File: src/rtl/obj_pkg.sv
package obj_pkg;

    // screen geometry.
    localparam int num_cols = 240;
    localparam int col_w = 8;

    // object table.
    localparam int num_objs = 16;
    localparam int obj_idx_w = 4;

    // pattern memory holds square tiles addressed as {tile, pixel row, pixel column}.
    localparam int num_tiles = 16;
    localparam int tile_w = 4;
    localparam int tile_px = 8;
    localparam int pat_addr_w = 10;

    // attribute word layout.
    localparam int attr_w = 32;
    localparam int attr_y_lsb = 0;
    localparam int attr_x_lsb = 8;
    localparam int attr_tile_lsb = 16;
    localparam int attr_pal_bit = 20;
    localparam int attr_en_bit = 21;

    // scanner state encodings.
    localparam logic [2:0] st_idle = 3'd0;
    localparam logic [2:0] st_clear = 3'd1;
    localparam logic [2:0] st_test = 3'd2;
    localparam logic [2:0] st_fetch = 3'd3;
    localparam logic [2:0] st_write = 3'd4;
    localparam logic [2:0] st_done = 3'd5;

    // one pixel word, read either as a direct colour or as a palette index.
    typedef union packed {
        struct packed {
            logic       prio;
            logic [4:0] red;
            logic [4:0] green;
            logic [4:0] blue;
        } direct;
        struct packed {
            logic       prio;
            logic [6:0] unused;
            logic [7:0] index;
        } palette;
    } obj_pixel_t;

endpackage

File: src/rtl/obj_attr_table.sv
module obj_attr_table (
    input  logic                            clock,
    input  logic                            rst_n,
    input  logic                            attr_we,
    input  logic [obj_pkg::obj_idx_w-1:0]   attr_addr,
    input  logic [obj_pkg::attr_w-1:0]      attr_wdata,
    input  logic [obj_pkg::obj_idx_w-1:0]   attr_raddr,
    output logic [obj_pkg::attr_w-1:0]      attr_rdata
);

    logic [obj_pkg::attr_w-1:0] attr_regs [obj_pkg::num_objs];

    // a cleared word has the enable bit low, so every object starts hidden.
    always_ff @(posedge clock or negedge rst_n) begin
        if (!rst_n) begin
            for (int i = 0; i < obj_pkg::num_objs; i++) begin
                attr_regs[i] <= '0;
            end
        end else if (attr_we) begin
            attr_regs[attr_addr] <= attr_wdata;
        end
    end

    assign attr_rdata = attr_regs[attr_raddr]; // the scanner tests this in the same cycle.

endmodule

File: config.mk
export PLATFORM = sky130hd
export DESIGN_NAME = obj_attr_table
export DESIGN_NICKNAME = d
export VERILOG_FILES = /design/src/rtl/obj_pkg.sv /design/src/rtl/obj_attr_table.sv
export SDC_FILE = /design/constraint.sdc
export NUM_CORES = 1
export LEC_CHECK = 0
export ABC_CLOCK_PERIOD_IN_PS = 2760
export BUFFER_PORTS_ARGS = -buffer_cell sky130_fd_sc_hd__buf_2
export CORE_ASPECT_RATIO = 1.1
export CORE_MARGIN = 1
export CORE_UTILIZATION = 54
export DETAILED_ROUTE_END_ITERATION = 10
export PLACE_DENSITY = 0.81
export SYNTH_ARGS = -nofsm -noshare
export SYNTH_HDL_FRONTEND = slang
export SYNTH_SLANG_ARGS = --single-unit
File: constraint.sdc
create_clock -name clock -period 2.76 [get_ports clock]
set_clock_uncertainty 0.05 [all_clocks]
set_input_delay 0.552 -clock clock [delete_from_list [all_inputs] [get_ports clock]]
set_output_delay 0.552 -clock clock [all_outputs]
set_load 0.02 [all_outputs]
=== Yosys cells after proc, flatten, opt, wreduce, memory -nomap -nowiden ===
Cells that the tools add are included.

* Memory bits (read-only): 0
* Input port bits: 43
* Bits in registers: 512
* Bits in latches: 0
* RAM bits: 0
* Memories: 0

* $mul: 0
* Add/subtract/negate cells: 0
* Equal/unequal tests: 0
* Shift operators: 0
* Divide/modulo/power cells: 0
* Reduce and logical (&&, ||, !) cells: 1
* Multiplexer cells: 6
* Bitwise operators: 2
* $lt $le $gt $ge: 3

{| class="wikitable"
|+ Operators by type and width
! operator !! count
|-
| bitwise mux 512 bit || 1
|-
| binary-select mux 32 bit (select 4 bit) || 1
|-
| demux 32 bit (select 4 bit) || 1
|-
| 2-to-1 mux 32 bit || 3
|-
| >= comparator 5 bit, second input constant || 2
|-
| NOT 4 -> 5 bit || 2
|-
| less-than comparator 5 x 1 -> 1 bit, second input constant || 1
|-
| logical AND 1 bit || 1
|}

=== Logic depth before layout (Yosys ltp) ===
* Word-level depth: 6
* Depth in mapped cells: 5
* Mapped depth without buffers: 3

=== Worst setup path after synthesis ===
Ideal clock, no wire load.

* Path kind: in2out
* Start point: input attr_raddr[0] (netlist name)
* End point: output attr_rdata[0] (netlist name)
* Path slack: 0.204 ns
* Path buffers: 2
* Cell stages on the path: 5
* Data required time: 2.158 ns
* Arrival time: 1.954 ns
* Path through: buf_2 buf_2 mux4_2 a22oi_1 nand2_1

* Longest elaborated chain between the ends: 4

{| class="wikitable"
|+ Ends and longest elaborated chain
! item !! RTL line !! RTL
|-
| start, declared || obj_attr_table.sv:7 || <nowiki>input logic [obj_pkg::obj_idx_w-1:0] attr_raddr,</nowiki>
|-
| NOT 4 -> 5 bit (not written as such) || obj_attr_table.sv:24 || <nowiki>assign attr_rdata = attr_regs[attr_raddr];</nowiki>
|-
| binary-select mux 32 bit (select 4 bit) || obj_attr_table.sv:24 ||
|-
| 2-to-1 mux 32 bit (not written as such) (2 in series) || obj_attr_table.sv:24 ||
|-
| end, declared || obj_attr_table.sv:8 || <nowiki>output logic [obj_pkg::attr_w-1:0] attr_rdata</nowiki>
|}

Every way passes these cells. The select of a mux whose other input is x is not followed.

=== Worst setup path after layout ===
* Start point: input attr_raddr[0] (netlist name)
* End point: output attr_rdata[25] (netlist name)

The elaborated chain is that of the path after synthesis.

==> out/metrics.csv <==
stage,metric,value,unit
placement,dp_hpwl,30400,um
global_route,grt_pass1_vias,14270,
clocking,cts_buffer_depth,3,
timing,fmax,0.3715,GHz
synth,ys_seq_area_share,56.26,%
synth,syn_area_per_cell,16.22,um2
synth,synth_cells,1404,
floorplanning,io_pins,75,
clocking,root_buffer,clkbuf_16,
setup_path,crit_fanout,17,
detailed_routing,wl_per_cell,25.77,um
timing,relSlewSlack,57.92,%
detailed_routing,via_per_inst,6.202,
pwr,p_leak,11.18,nW
placement,port_buffers,74,
floorplanning,die_area,43000,um2
clocking,clkTransAtPathRegs,0.06,ns
floorplanning,dieHeight,217.4,um
global_route,grt_overflow_total,0,
synth,syn-num-nets,1447,
setup_path,required,2.16,ns
setup_path,critPathKind,input pin to primary output,
detailed_routing,ant_nets,0,
layout,reg.largest.list,attr_regs: 512 flops,
synth,ys_ff_latch,512,
pwr,p_per_area,801.5,nW/um2
timing,tightest_slew,0.6312,ns
setup_path,cp-end-kind,primary output,
clocking,h-tree-depth,2,
global_route,track_usage,26.42,%
floorplanning,fp-row-count,78,
clocking,clk_latency,0.56,ns
placement,place_area,24310,um2
global_route,grt_pass1_wl,85400,um
synth,synth.distinct_cells,18,
layout,multiInputGateArea,9539,um2
synth,yosys_warnings,0,
timing,setup_tns,0,ns
detailed_routing,drt_iter0_markers,806,
setup_path,rrSetupSlack,1.90,ns
timing,period_share,97.52,%
pwr,p_total,20.91,mW
timing,final.min_clock_period,2.692,ns
timing,hold_viol,0,
layout,area_delta_synth_final,14.57,%
min_path,hold_path_class,input pin to flip-flop,
global_route,antenna_found_initial,3,
setup_path,start_kind,input pin,
global_route,grt_max_degree,76,
setup_path,r2r_start,attr_regs[230],
layout,layout_common_cells,"dfrtp_1 (512), mux2_2 (509), mux4_2 (128), buf_2 (71), a22oi_1 (60)",
layout,layout.nets,1520,
detailed_routing,vias,12850,
floorplanning,start_util,55.04,%
layout,largest_reg_flops,512,
timing,finalMaxSlewViolations,0,
layout,drive_above_1_share,58.57,%
layout,fillers,2902,
detailed_routing,drc_errors,0,
setup_path,reg2reg_to,attr_regs[230],
layout,final_common_cell,dfrtp_1,
min_path,hold_depth,2,
layout,seqCellArea,12810,um2
status,status,"complete, no violations",
pwr,vdd_drop_max,0.0006603,V
floorplanning,die_w,197.8,um
timing,fin_hold_ws,0.3741,ns
setup_path,r2r_cells,1,
clocking,cts_buffers,49,
synth,synth.cell_area,22770,um2
layout,postLayoutCellArea,26090,um2
clocking,cts_tree,built,
detailed_routing,drt-total-wl,53390,um
flow_run,cap_violations,0,
setup_path,arrival,2.09,ns
placement,gp_congestion,0.7748,
layout,regMostFlops,attr_regs,
min_path,holdPathEnd,attr_regs[48],
min_path,hp-start,attr_wdata[16],
clocking,cts.sink_count,512,
floorplanning,coreArea,41380,um2
timing,setup_violations,0,
detailed_routing,dr.pass1.iters,5,
## cell type report
type	instances	share of cell area, %
Tap cell	560	2.685
Clock inverter	21	1.136
Multi-Input combinational cell	765	36.56
Antenna cell	1	0.009590
Timing Repair Buffer	149	5.275
Sequential cell	512	49.10
Clock buffer	64	5.232
## repair_timing
action	4_1_cts	5_1_grt
resized for setup	0	6
hold buffers	1	0
endpoints found under the setup margin	0	4
hold endpoints to repair	58	0
setup buffers	0	10
## logic make-up (layout without fill, tap and decap cells)
kind of cell	count (synthesis)	count (layout)	synth area share (%)
muxes	640	640	37.97
DFF	512	512	56.26
buffers and inverters	127	234	2.434
AOI/OAI and AO/OA	64	64	2.110
and+or+nand+nor	61	61	1.225
other	0	1	0
## through the flow
step	worst slack [ns]	cells	utilization, %
floorplan	0.2042	1404	-
global placement	0.07309	1975	58.74
detailed placement	0.04485	1975	58.74
CTS	0.04292	2061	62.78
global route	-0.0006788	2071	63.05
finish	0.06842	2072	63.06
## worst max-delay path, cell delays in order
cell      delay [ns]
clkbuf_8        0.16
buf_16          0.17
buf_4           0.16
mux4_2          0.50
a22oi_1         0.26
nand2_1         0.09
buf_2           0.17
## metal layers
metal / global-route usage (%) / vias up / wire, um
met5: 0 / - / 12
met3: 4.308 / 104 / 2386
li1: - / 5411 / -
met4: 9.225 / 2 / 1496
met1: 35.02 / 7024 / 22170
met2: 44.37 / 309 / 27320
## how the worst max path moves through the flow
stage	slack, ns	startpoint	endpoint
2_1_floorplan	0.20	attr_raddr[0]	attr_rdata[0]
3_3_place_gp	0.07	attr_raddr[0]	attr_rdata[28]
3_5_place_dp	0.04	attr_raddr[0]	attr_rdata[9]
4_1_cts	0.04	attr_raddr[0]	attr_rdata[9]
5_1_grt	-0.0007	attr_raddr[0]	attr_rdata[7]
6_report	0.07	attr_raddr[0]	attr_rdata[25]
## synth_stat cells
master / number / area, um2
nand2b_1: 3 / 18.77
mux2_1: 3 / 33.78
or4_1: 1 / 7.510
nand3_1: 2 / 10.01
mux4_2: 128 / 2883
mux2_2: 509 / 5732
nor3_1: 6 / 30.03
dfrtp_1: 512 / 12810
clkbuf_1: 65 / 244.0
nand2_1: 34 / 127.6
and2_1: 1 / 6.260
nor2_1: 7 / 26.28
or3_1: 2 / 12.51
nor2b_1: 2 / 12.51
a22oi_1: 64 / 480.5
nand3b_1: 2 / 15.01
nor4_2: 1 / 12.51
buf_2: 62 / 310.3
## power by group
| group | leakage (nW) | switching (mW) | internal [mW] |
|---|---|---|---|
| sequential | 6.28 | 0.878 | 9.25 |
| clock | 0.803 | 2.81 | 4.13 |
| combinational | 4.10 | 1.48 | 2.36 |
| total | 11.2 | 5.17 | 15.7 |
Note: power is estimated with default switching activity, not from simulation.
