### config.mk
export PLATFORM = sky130hd
export DESIGN_NAME = obj_line_scanner
export DESIGN_NICKNAME = d
export VERILOG_FILES = /design/src/rtl/obj_pkg.sv /design/src/rtl/obj_line_scanner.sv
export SDC_FILE = /design/constraint.sdc
export NUM_CORES = 1
export LEC_CHECK = 0
export ABC_AREA = 1
export BUFFER_PORTS_ARGS = -buffer_cell sky130_fd_sc_hd__buf_2
export CELL_PAD_IN_SITES_DETAIL_PLACEMENT = 2
export CELL_PAD_IN_SITES_GLOBAL_PLACEMENT = 2
export CORE_MARGIN = 2
export CORE_UTILIZATION = 30
export CTS_BUF_LIST = sky130_fd_sc_hd__clkbuf_2 sky130_fd_sc_hd__clkbuf_4 sky130_fd_sc_hd__clkbuf_8
export CTS_CLUSTER_SIZE = 10
export DETAILED_ROUTE_END_ITERATION = 8
export PLACE_DENSITY = 0.67
export SLEW_MARGIN = 20
export SYNTH_ARGS = -nofsm -noshare
export SYNTH_HDL_FRONTEND = slang
export SYNTH_SLANG_ARGS = --single-unit
### constraint.sdc
create_clock -name clock -period 6.5 [get_ports clock]
set_clock_uncertainty 0.1 [all_clocks]
set_input_delay 0.325 -clock clock [delete_from_list [all_inputs] [get_ports clock]]
set_output_delay 0.325 -clock clock [all_outputs]
set_load 0.05 [all_outputs]
### src/rtl/obj_pkg.sv
package obj_pkg;

    // screen geometry.
    localparam int num_cols = 240;
    localparam int col_w = 8;

    // object table.
    localparam int num_objs = 16;
    localparam int obj_idx_w = 4;

    // pattern memory holds square tiles addressed as {tile, pixel row, pixel column}.
    localparam int num_tiles = 16;
    localparam int tile_w = 4;
    localparam int tile_px = 8;
    localparam int pat_addr_w = 10;

    // attribute word layout.
    localparam int attr_w = 32;
    localparam int attr_y_lsb = 0;
    localparam int attr_x_lsb = 8;
    localparam int attr_tile_lsb = 16;
    localparam int attr_pal_bit = 20;
    localparam int attr_en_bit = 21;

    // scanner state encodings.
    localparam logic [2:0] st_idle = 3'd0;
    localparam logic [2:0] st_clear = 3'd1;
    localparam logic [2:0] st_test = 3'd2;
    localparam logic [2:0] st_fetch = 3'd3;
    localparam logic [2:0] st_write = 3'd4;
    localparam logic [2:0] st_done = 3'd5;

    // one pixel word, read either as a direct colour or as a palette index.
    typedef union packed {
        struct packed {
            logic       prio;
            logic [4:0] red;
            logic [4:0] green;
            logic [4:0] blue;
        } direct;
        struct packed {
            logic       prio;
            logic [6:0] unused;
            logic [7:0] index;
        } palette;
    } obj_pixel_t;

endpackage

### src/rtl/obj_line_scanner.sv
module obj_line_scanner (
    input  logic                            clock,
    input  logic                            rst_n,
    input  logic                            row_valid,
    input  logic [obj_pkg::col_w-1:0]       row,
    output logic                            row_ready,
    output logic                            row_done,
    output logic [obj_pkg::obj_idx_w-1:0]   attr_raddr,
    input  logic [obj_pkg::attr_w-1:0]      attr_rdata,
    output logic [obj_pkg::pat_addr_w-1:0]  pat_raddr,
    input  obj_pkg::obj_pixel_t             pat_rdata,
    output logic [obj_pkg::col_w-1:0]       wr_row,
    output logic                            clear,
    output logic                            we,
    output logic                            palettemode,
    output logic [obj_pkg::col_w-1:0]       wcol,
    output obj_pkg::obj_pixel_t             wdata
);

    logic [2:0]                             state;
    logic [obj_pkg::col_w-1:0]              row_q;
    logic [obj_pkg::obj_idx_w-1:0]          obj_q;
    logic [$clog2(obj_pkg::tile_px)-1:0]    cnt;
    logic                                   pal_q;
    logic                                   cap_en;
    logic [$clog2(obj_pkg::tile_px)-1:0]    cap_idx;
    logic [obj_pkg::col_w-1:0]              x_q;
    logic [obj_pkg::tile_w-1:0]             tile_q;
    logic [$clog2(obj_pkg::tile_px)-1:0]    py_q;
    obj_pkg::obj_pixel_t                    line_q [obj_pkg::tile_px];
    logic [obj_pkg::col_w-1:0]              obj_y;
    logic [obj_pkg::col_w:0]                dy;
    logic [obj_pkg::col_w:0]                col_sum;
    logic                                   hit;
    logic                                   last_obj;

    assign obj_y = attr_rdata[obj_pkg::attr_y_lsb +: obj_pkg::col_w];
    // a row above the object wraps to a large value and fails the range test.
    assign dy = {1'b0, row_q} - {1'b0, obj_y};
    assign hit = attr_rdata[obj_pkg::attr_en_bit]
                 && (dy < (obj_pkg::col_w + 1)'(obj_pkg::tile_px));
    assign last_obj = (obj_q == obj_pkg::obj_idx_w'(obj_pkg::num_objs - 1));

    always_ff @(posedge clock or negedge rst_n) begin
        if (!rst_n) begin
            state <= obj_pkg::st_idle;
            row_q <= '0;
            obj_q <= '0;
            cnt <= '0;
            pal_q <= 1'b0;
        end else begin
            case (state)
                obj_pkg::st_idle: begin
                    if (row_valid) begin
                        row_q <= row;
                        state <= obj_pkg::st_clear;
                    end
                end
                obj_pkg::st_clear: begin
                    obj_q <= '0;
                    state <= obj_pkg::st_test;
                end
                obj_pkg::st_test: begin
                    cnt <= '0;
                    if (hit) begin
                        pal_q <= attr_rdata[obj_pkg::attr_pal_bit];
                        state <= obj_pkg::st_fetch;
                    end else if (last_obj) begin
                        state <= obj_pkg::st_done;
                    end else begin
                        obj_q <= obj_q + 1'b1;
                    end
                end
                obj_pkg::st_fetch: begin
                    cnt <= cnt + 1'b1; // wraps to zero for the first write.
                    if (&cnt) state <= obj_pkg::st_write;
                end
                obj_pkg::st_write: begin
                    cnt <= cnt + 1'b1;
                    if (&cnt) begin
                        if (last_obj) begin
                            state <= obj_pkg::st_done;
                        end else begin
                            obj_q <= obj_q + 1'b1;
                            state <= obj_pkg::st_test;
                        end
                    end
                end
                default: state <= obj_pkg::st_idle;
            endcase
        end
    end

    // pattern data lags its address by one cycle, so the capture slot is delayed too.
    always_ff @(posedge clock or negedge rst_n) begin
        if (!rst_n) begin
            cap_en <= 1'b0;
            cap_idx <= '0;
        end else begin
            cap_en <= (state == obj_pkg::st_fetch);
            cap_idx <= cnt;
        end
    end

    always_ff @(posedge clock) begin
        if (state == obj_pkg::st_test && hit) begin
            x_q <= attr_rdata[obj_pkg::attr_x_lsb +: obj_pkg::col_w];
            tile_q <= attr_rdata[obj_pkg::attr_tile_lsb +: obj_pkg::tile_w];
            py_q <= dy[$clog2(obj_pkg::tile_px)-1:0];
        end
        if (cap_en) line_q[cap_idx] <= pat_rdata;
    end

    assign col_sum = {1'b0, x_q} + (obj_pkg::col_w + 1)'(cnt);

    assign row_ready = (state == obj_pkg::st_idle);
    assign row_done = (state == obj_pkg::st_done);
    assign attr_raddr = obj_q;
    assign pat_raddr = {tile_q, py_q, cnt};
    assign wr_row = row_q;
    assign clear = (state == obj_pkg::st_clear);
    // columns past the right edge are simply not written.
    assign we = (state == obj_pkg::st_write) && (col_sum < (obj_pkg::col_w + 1)'(obj_pkg::num_cols));
    assign wcol = col_sum[obj_pkg::col_w-1:0];
    assign wdata = line_q[cnt];
    assign palettemode = pal_q;

endmodule

---- After elaboration in Yosys (flattened, before gate mapping) ----
Memory sizes are Yosys's and may differ from the RTL's.
Cells that the tools add are included.
word-level totals
  memory bits (writable) .................. 128
  memories ................................ 1
  register bits after elaboration ......... 38
  output and inout bits ................... 51
  input bits .............................. 59
cells by class
  equality and inequality tests ........... 11
  reduce and logical (&&, ||, !) cells .... 12
  multiplexer cells ....................... 14
  order comparisons ....................... 2
  add/sub/neg operators ................... 4
memory list
  name    words  bits a word  read ports  clocked after Yosys merged registers in  write ports  line                    RTL
  line_q  8      16           1           0                                        1            obj_line_scanner.sv:30  obj_pkg::obj_pixel_t line_q [obj_pkg::tile_px];
operator list
  kind                 number
  $mux 3               6
  $pmux 3 s5           1
  $mux 4               3
  $pmux 4 s3           1
  $add 8x3->9          1
  $lt 9x4->1 const B   1
  $lt 9x8->1 const B   1
  $sub 8x8->9          1
  $ne 2x2->1 const B   4
  $eq 3x2->1 const B   2
  $eq 3x3->1 const B   2
  $pmux 3 s2           1
  $reduce_and 3->1     2
  $add 4x1->4 const B  1
  $eq 4x4->1 const B   1
  $reduce_and 2->1     2
  $reduce_and 4->1     1
  $add 3x1->3 const B  1
  $eq 3x1->1 const B   1
  $logic_and 1x1->1    3
  $logic_not 3->1      1
  $ne 3x3->1 const B   1
  $reduce_bool 3->1    1
  $mux 1               2
  2 further kinds      2

---- Depth between registers and ports, before layout ----
  word-level depth ........................ 5
  depth in mapped cells ................... 17

---- Worst setup path before layout ----
OpenSTA, ideal clock, no wires.
  kind .................................... reg2out
  start ................................... reg cnt[1] in the netlist's numbering
  end ..................................... out we
  setup slack ............................. 2.912 ns
  path buffers ............................ 1
  required time ........................... 6.075 ns
  stages on the path, launching flop included .. 10
  arrival time ............................ 3.163 ns
  path through ............................ dfrtp_1 inv_1 clkbuf_1 fa_1 nor2_1 o21ai_0 xor2_1 nand2_1 nor2_1 a21oi_1
on the way
  word-level cells in the longest chain between the ends .. 3
ends and longest elaborated chain
  element                 line                     RTL
  start, declared         obj_line_scanner.sv:23   logic [$clog2(obj_pkg::tile_px)-1:0] cnt;
  start signal, assigned  obj_line_scanner.sv:75   cnt <= cnt + 1'b1;
  start signal, assigned  obj_line_scanner.sv:79   cnt <= cnt + 1'b1;
  $add 8x3->9             obj_line_scanner.sv:114  assign col_sum = {1'b0, x_q} + (obj_pkg::col_w + 1)'(cnt);
  net wcol (one bit)      obj_line_scanner.sv:16   output logic [obj_pkg::col_w-1:0] wcol,
  $lt 9x8->1              obj_line_scanner.sv:123  assign we = (state == obj_pkg::st_write) && (col_sum < (obj_pkg::col_w + 1)'(obj_pkg::num_cols));
  $logic_and 1x1->1       obj_line_scanner.sv:123
  end, declared           obj_line_scanner.sv:14   output logic we,
The timed path passes the listed nets, and every way through them passes these cells.

---- Final worst setup path ----
  start ................................... reg cnt[0] in the netlist's numbering
  end ..................................... out we
on the way
  word-level cells in the longest chain between the ends .. 3
ends and longest elaborated chain
  element            line
  $add 8x3->9        obj_line_scanner.sv:114
  $lt 9x8->1         obj_line_scanner.sv:123
  $logic_and 1x1->1  obj_line_scanner.sv:123
No other way between the ends.

==> run_results.csv <==
group,metric,value,unit
cells_and_area,fillers,2494,
clock_tree,cts_tree,"yes",
sta,rsz0062_at_grt,"no",
sta,fmax,272,MHz
cells_and_area,final_area,8760,sq um
clock_tree,cts_buffers,17,
placed_design,placed_cells,1027,
global_routing,first_global_vias,5934,
synthesis,syn_area_per_cell,11.5,sq um
synthesis,ys.flop_type,"edfxtp_1",
min_path,holdCritStartpoint,"pat_rdata[5]",
power,power_leakage,3.41,nW
cells_and_area,drive_gt1_share,23.1,%
synthesis,syn_inst,625,
routing,wl_per_cell,18.5,um
global_routing,antenna_found_initial,1,
routing,drt-total-wl,20100,um
synthesis,synth_top_family_by_area,"simple AND/OR/NAND/NOR gates",
min_path,min_to,"line_q[2][5]",
routing,initialDrtViolationCount,253,
placed_design,gp_congestion,0.714,
sta,drv_slew,0,
power,p_total,3.82,mW
setup_path,r2r_slack,3.68,ns
sta,finalHoldViolCount,0,
setup_path,crit_arrival,3.25,ns
floorplanning,die_w,159,um
placed_design,port_buffers,99,
setup_path,critPathLaunchType,"register",
synthesis,netlist_top_cells_area,"edfxtp_1, dfrtp_1, nor2_1",
setup_path,cp_data_required_time,6.07,ns
sta,period_share,56.6,%
clock_tree,clock_sinks,166,
synthesis,syn_nets,700,
sta,fin_setup_tns,0,ns
global_routing,grt_pass1_wl,32100,um
placed_design,post_dp_cell_area,8050,sq um
synthesis,synth_compound_area_share,9.01,%
cells_and_area,area_growth,22.0,%
clock_tree,cts-root-buf,"clkbuf_8",
setup_path,critPathKind,"register to primary output",
clock_tree,clock_latency,0.47,ns
cells_and_area,multiInputGateArea,2030,sq um
placed_design,hpwlAfterDp,12600,um
synthesis,ys_seq_elements,166,
status,status,"complete, no violations",
synthesis,synthMuxAreaShare,0.941,%
synthesis,synth_cell_type_count,33,
floorplanning,core_area,23500,sq um
synthesis,synth_edf_count,143,
floorplanning,die_y,159,um
sta,max_slew_margin,24.8,%
synthesis,synth_area_leader_cell,"edfxtp_1",
routing,detail-route-antenna-nets,0,
setup_path,r2r_end,"x_q[1]",
cells_and_area,instances_no_fill,1085,
routing,drc,0,
setup_path,path_max_fanout,68,
synthesis,synthAdderAreaFrac,3.00,%
clock_tree,path_clk_slew,0.11,ns
synthesis,synth_seq_area_share,67.8,%
setup_path,cp-end-kind,"primary output",
global_routing,gr-total-overflow,0,
routing,firstDrtPassIters,4,
floorplanning,dieArea,25200,sq um
clock_tree,cts_setup_buffers,0,
floorplanning,rows,56,
floorplanning,start_util,30.6,%
cells_and_area,seq_area,4870,sq um
min_path,holdPathStages,1,
global_routing,grt_use_total,16.9,%
sta,finalSetupViolCount,0,
clock_tree,clock_path_buffers,2,
global_routing,grt_max_degree,69,
power,peakVddDrop,0.000193,V
synthesis,yosys.area_share.simple,14.0,%
synthesis,synth-xor-area-share,1.10,%
synthesis,synth_area,7180,sq um
flow_run,maxCapViolations,0,
cells_and_area,final_common_cell,"edfxtp_1",
synthesis,yosys_warnings,0,
floorplanning,ios,110,
sta,fin_crit,3.68,ns
clock_tree,h-tree-depth,4,
setup_path,regToRegStartpoint,"wr_row[0]",
power,p_per_area,436,nW/um^2
synthesis,synth_top_area_share,59.8,%
min_path,hold_class,"input pin to register",
cells_and_area,layout_common_cells,"edfxtp_1, nor2_1, buf_2",
setup_path,r2r_cells,12,
routing,vias_per_cell,4.79,
sta,worst_pin_slew,1.13,ns
routing,num_vias,5192,
cells_and_area,final_nets,827,
synthesis,async_flop_share,13.9,%
[cell usage after synthesis, drive strengths merged (2+ instances only)]
cell type,instances
or2,3
nand3,19
a21oi,9
inv,54
dfrtp,23
o22ai,16
clkbuf,13
fa,2
ha,14
o21ai,75
nand2,63
a31oi,16
nor2,143
mux2,6
nor3,3
edfxtp,143
xnor2,4
xor2,5
buf,10
nand4,2
[stage by stage]
step	hold WS, ns	utilization [%]	setup WS, ns
5_1_grt	0.00747	37.3	2.52
6_report	0.0295	37.3	2.82
3_5_place_dp	0.269	34.3	3.24
4_1_cts	0.00450	37.3	2.70
2_1_floorplan	-0.0706	-	2.91
3_3_place_gp	0.249	34.3	3.34
[worst max-delay path, stage by stage, from the launching register on]
cell and delay [ns]:
dfrtp_2 0.38, buf_4 0.62, ha_1 0.30, inv_1 0.06
fa_1 0.40, nor2_1 0.13, o21ai_0 0.14, xor2_1 0.19
nand2_1 0.08, nor2_1 0.04, a21oi_1 0.14, buf_2 0.28
[flip-flops by register name, summed over array words and instances (netlist names)]
signal and cells:
attr_raddr 4, tile_q 4, x_q 8, palettemode 1, py_q 3, cap_en 1
wr_row 8, cap_idx 3, state 3, cnt 3, line_q 128
[how the worst max path moves through the flow]
stage,from,to,slack [ns],depth (start not counted)
after floorplan,cnt[1],we,2.91,9
after global placement,cnt[0],we,3.34,11
after detailed placement,cnt[0],we,3.24,11
after CTS,cnt[0],we,2.70,11
after global routing,cnt[0],wcol[6],2.52,10
final,cnt[0],we,2.82,11
[cell type report]
type | count | area share [%]
sequential | 166 | 55.6
multi-input combinational | 382 | 23.2
timing repair buffer | 131 | 9.11
tap | 319 | 4.56
clock buffer | 17 | 2.67
clock inverter | 15 | 2.50
inverter | 54 | 2.33
antenna | 1 | 0.0286
[report_power, final]
part	leakage, nW	internal, mW	switching, mW
clock network	0.220	0.309	0.486
registers	1.58	1.25	0.0588
logic	1.61	0.433	1.28
total	3.41	1.99	1.83
[cells by family (layout without fill, tap and decap cells)]
group                      Yosys count  after routing
other                                0              1
AOI/OAI and AO/OA                  117            117
buffers and inverters               77            217
DFF                                166            166
and+or+nand+nor                    234            234
muxes                                6              6
adders and majority gates           16             16
xor gates and xnor gates             9              9
[metal layers]
layer  track usage, %  up-vias  routed length [um]
met4             4.12        0                 176
met5                0        -                   0
met3             4.08       16                 854
met1             20.5     2667                8660
li1                 -     2416                   -
met2             30.1       93               10400
[repair_timing]
item	4_1_cts	5_1_grt
hold buffers	25	0
gates resized for setup	0	0
hold endpoints to repair	68	0
No activity file was read; power rests on OpenSTA's default activity.
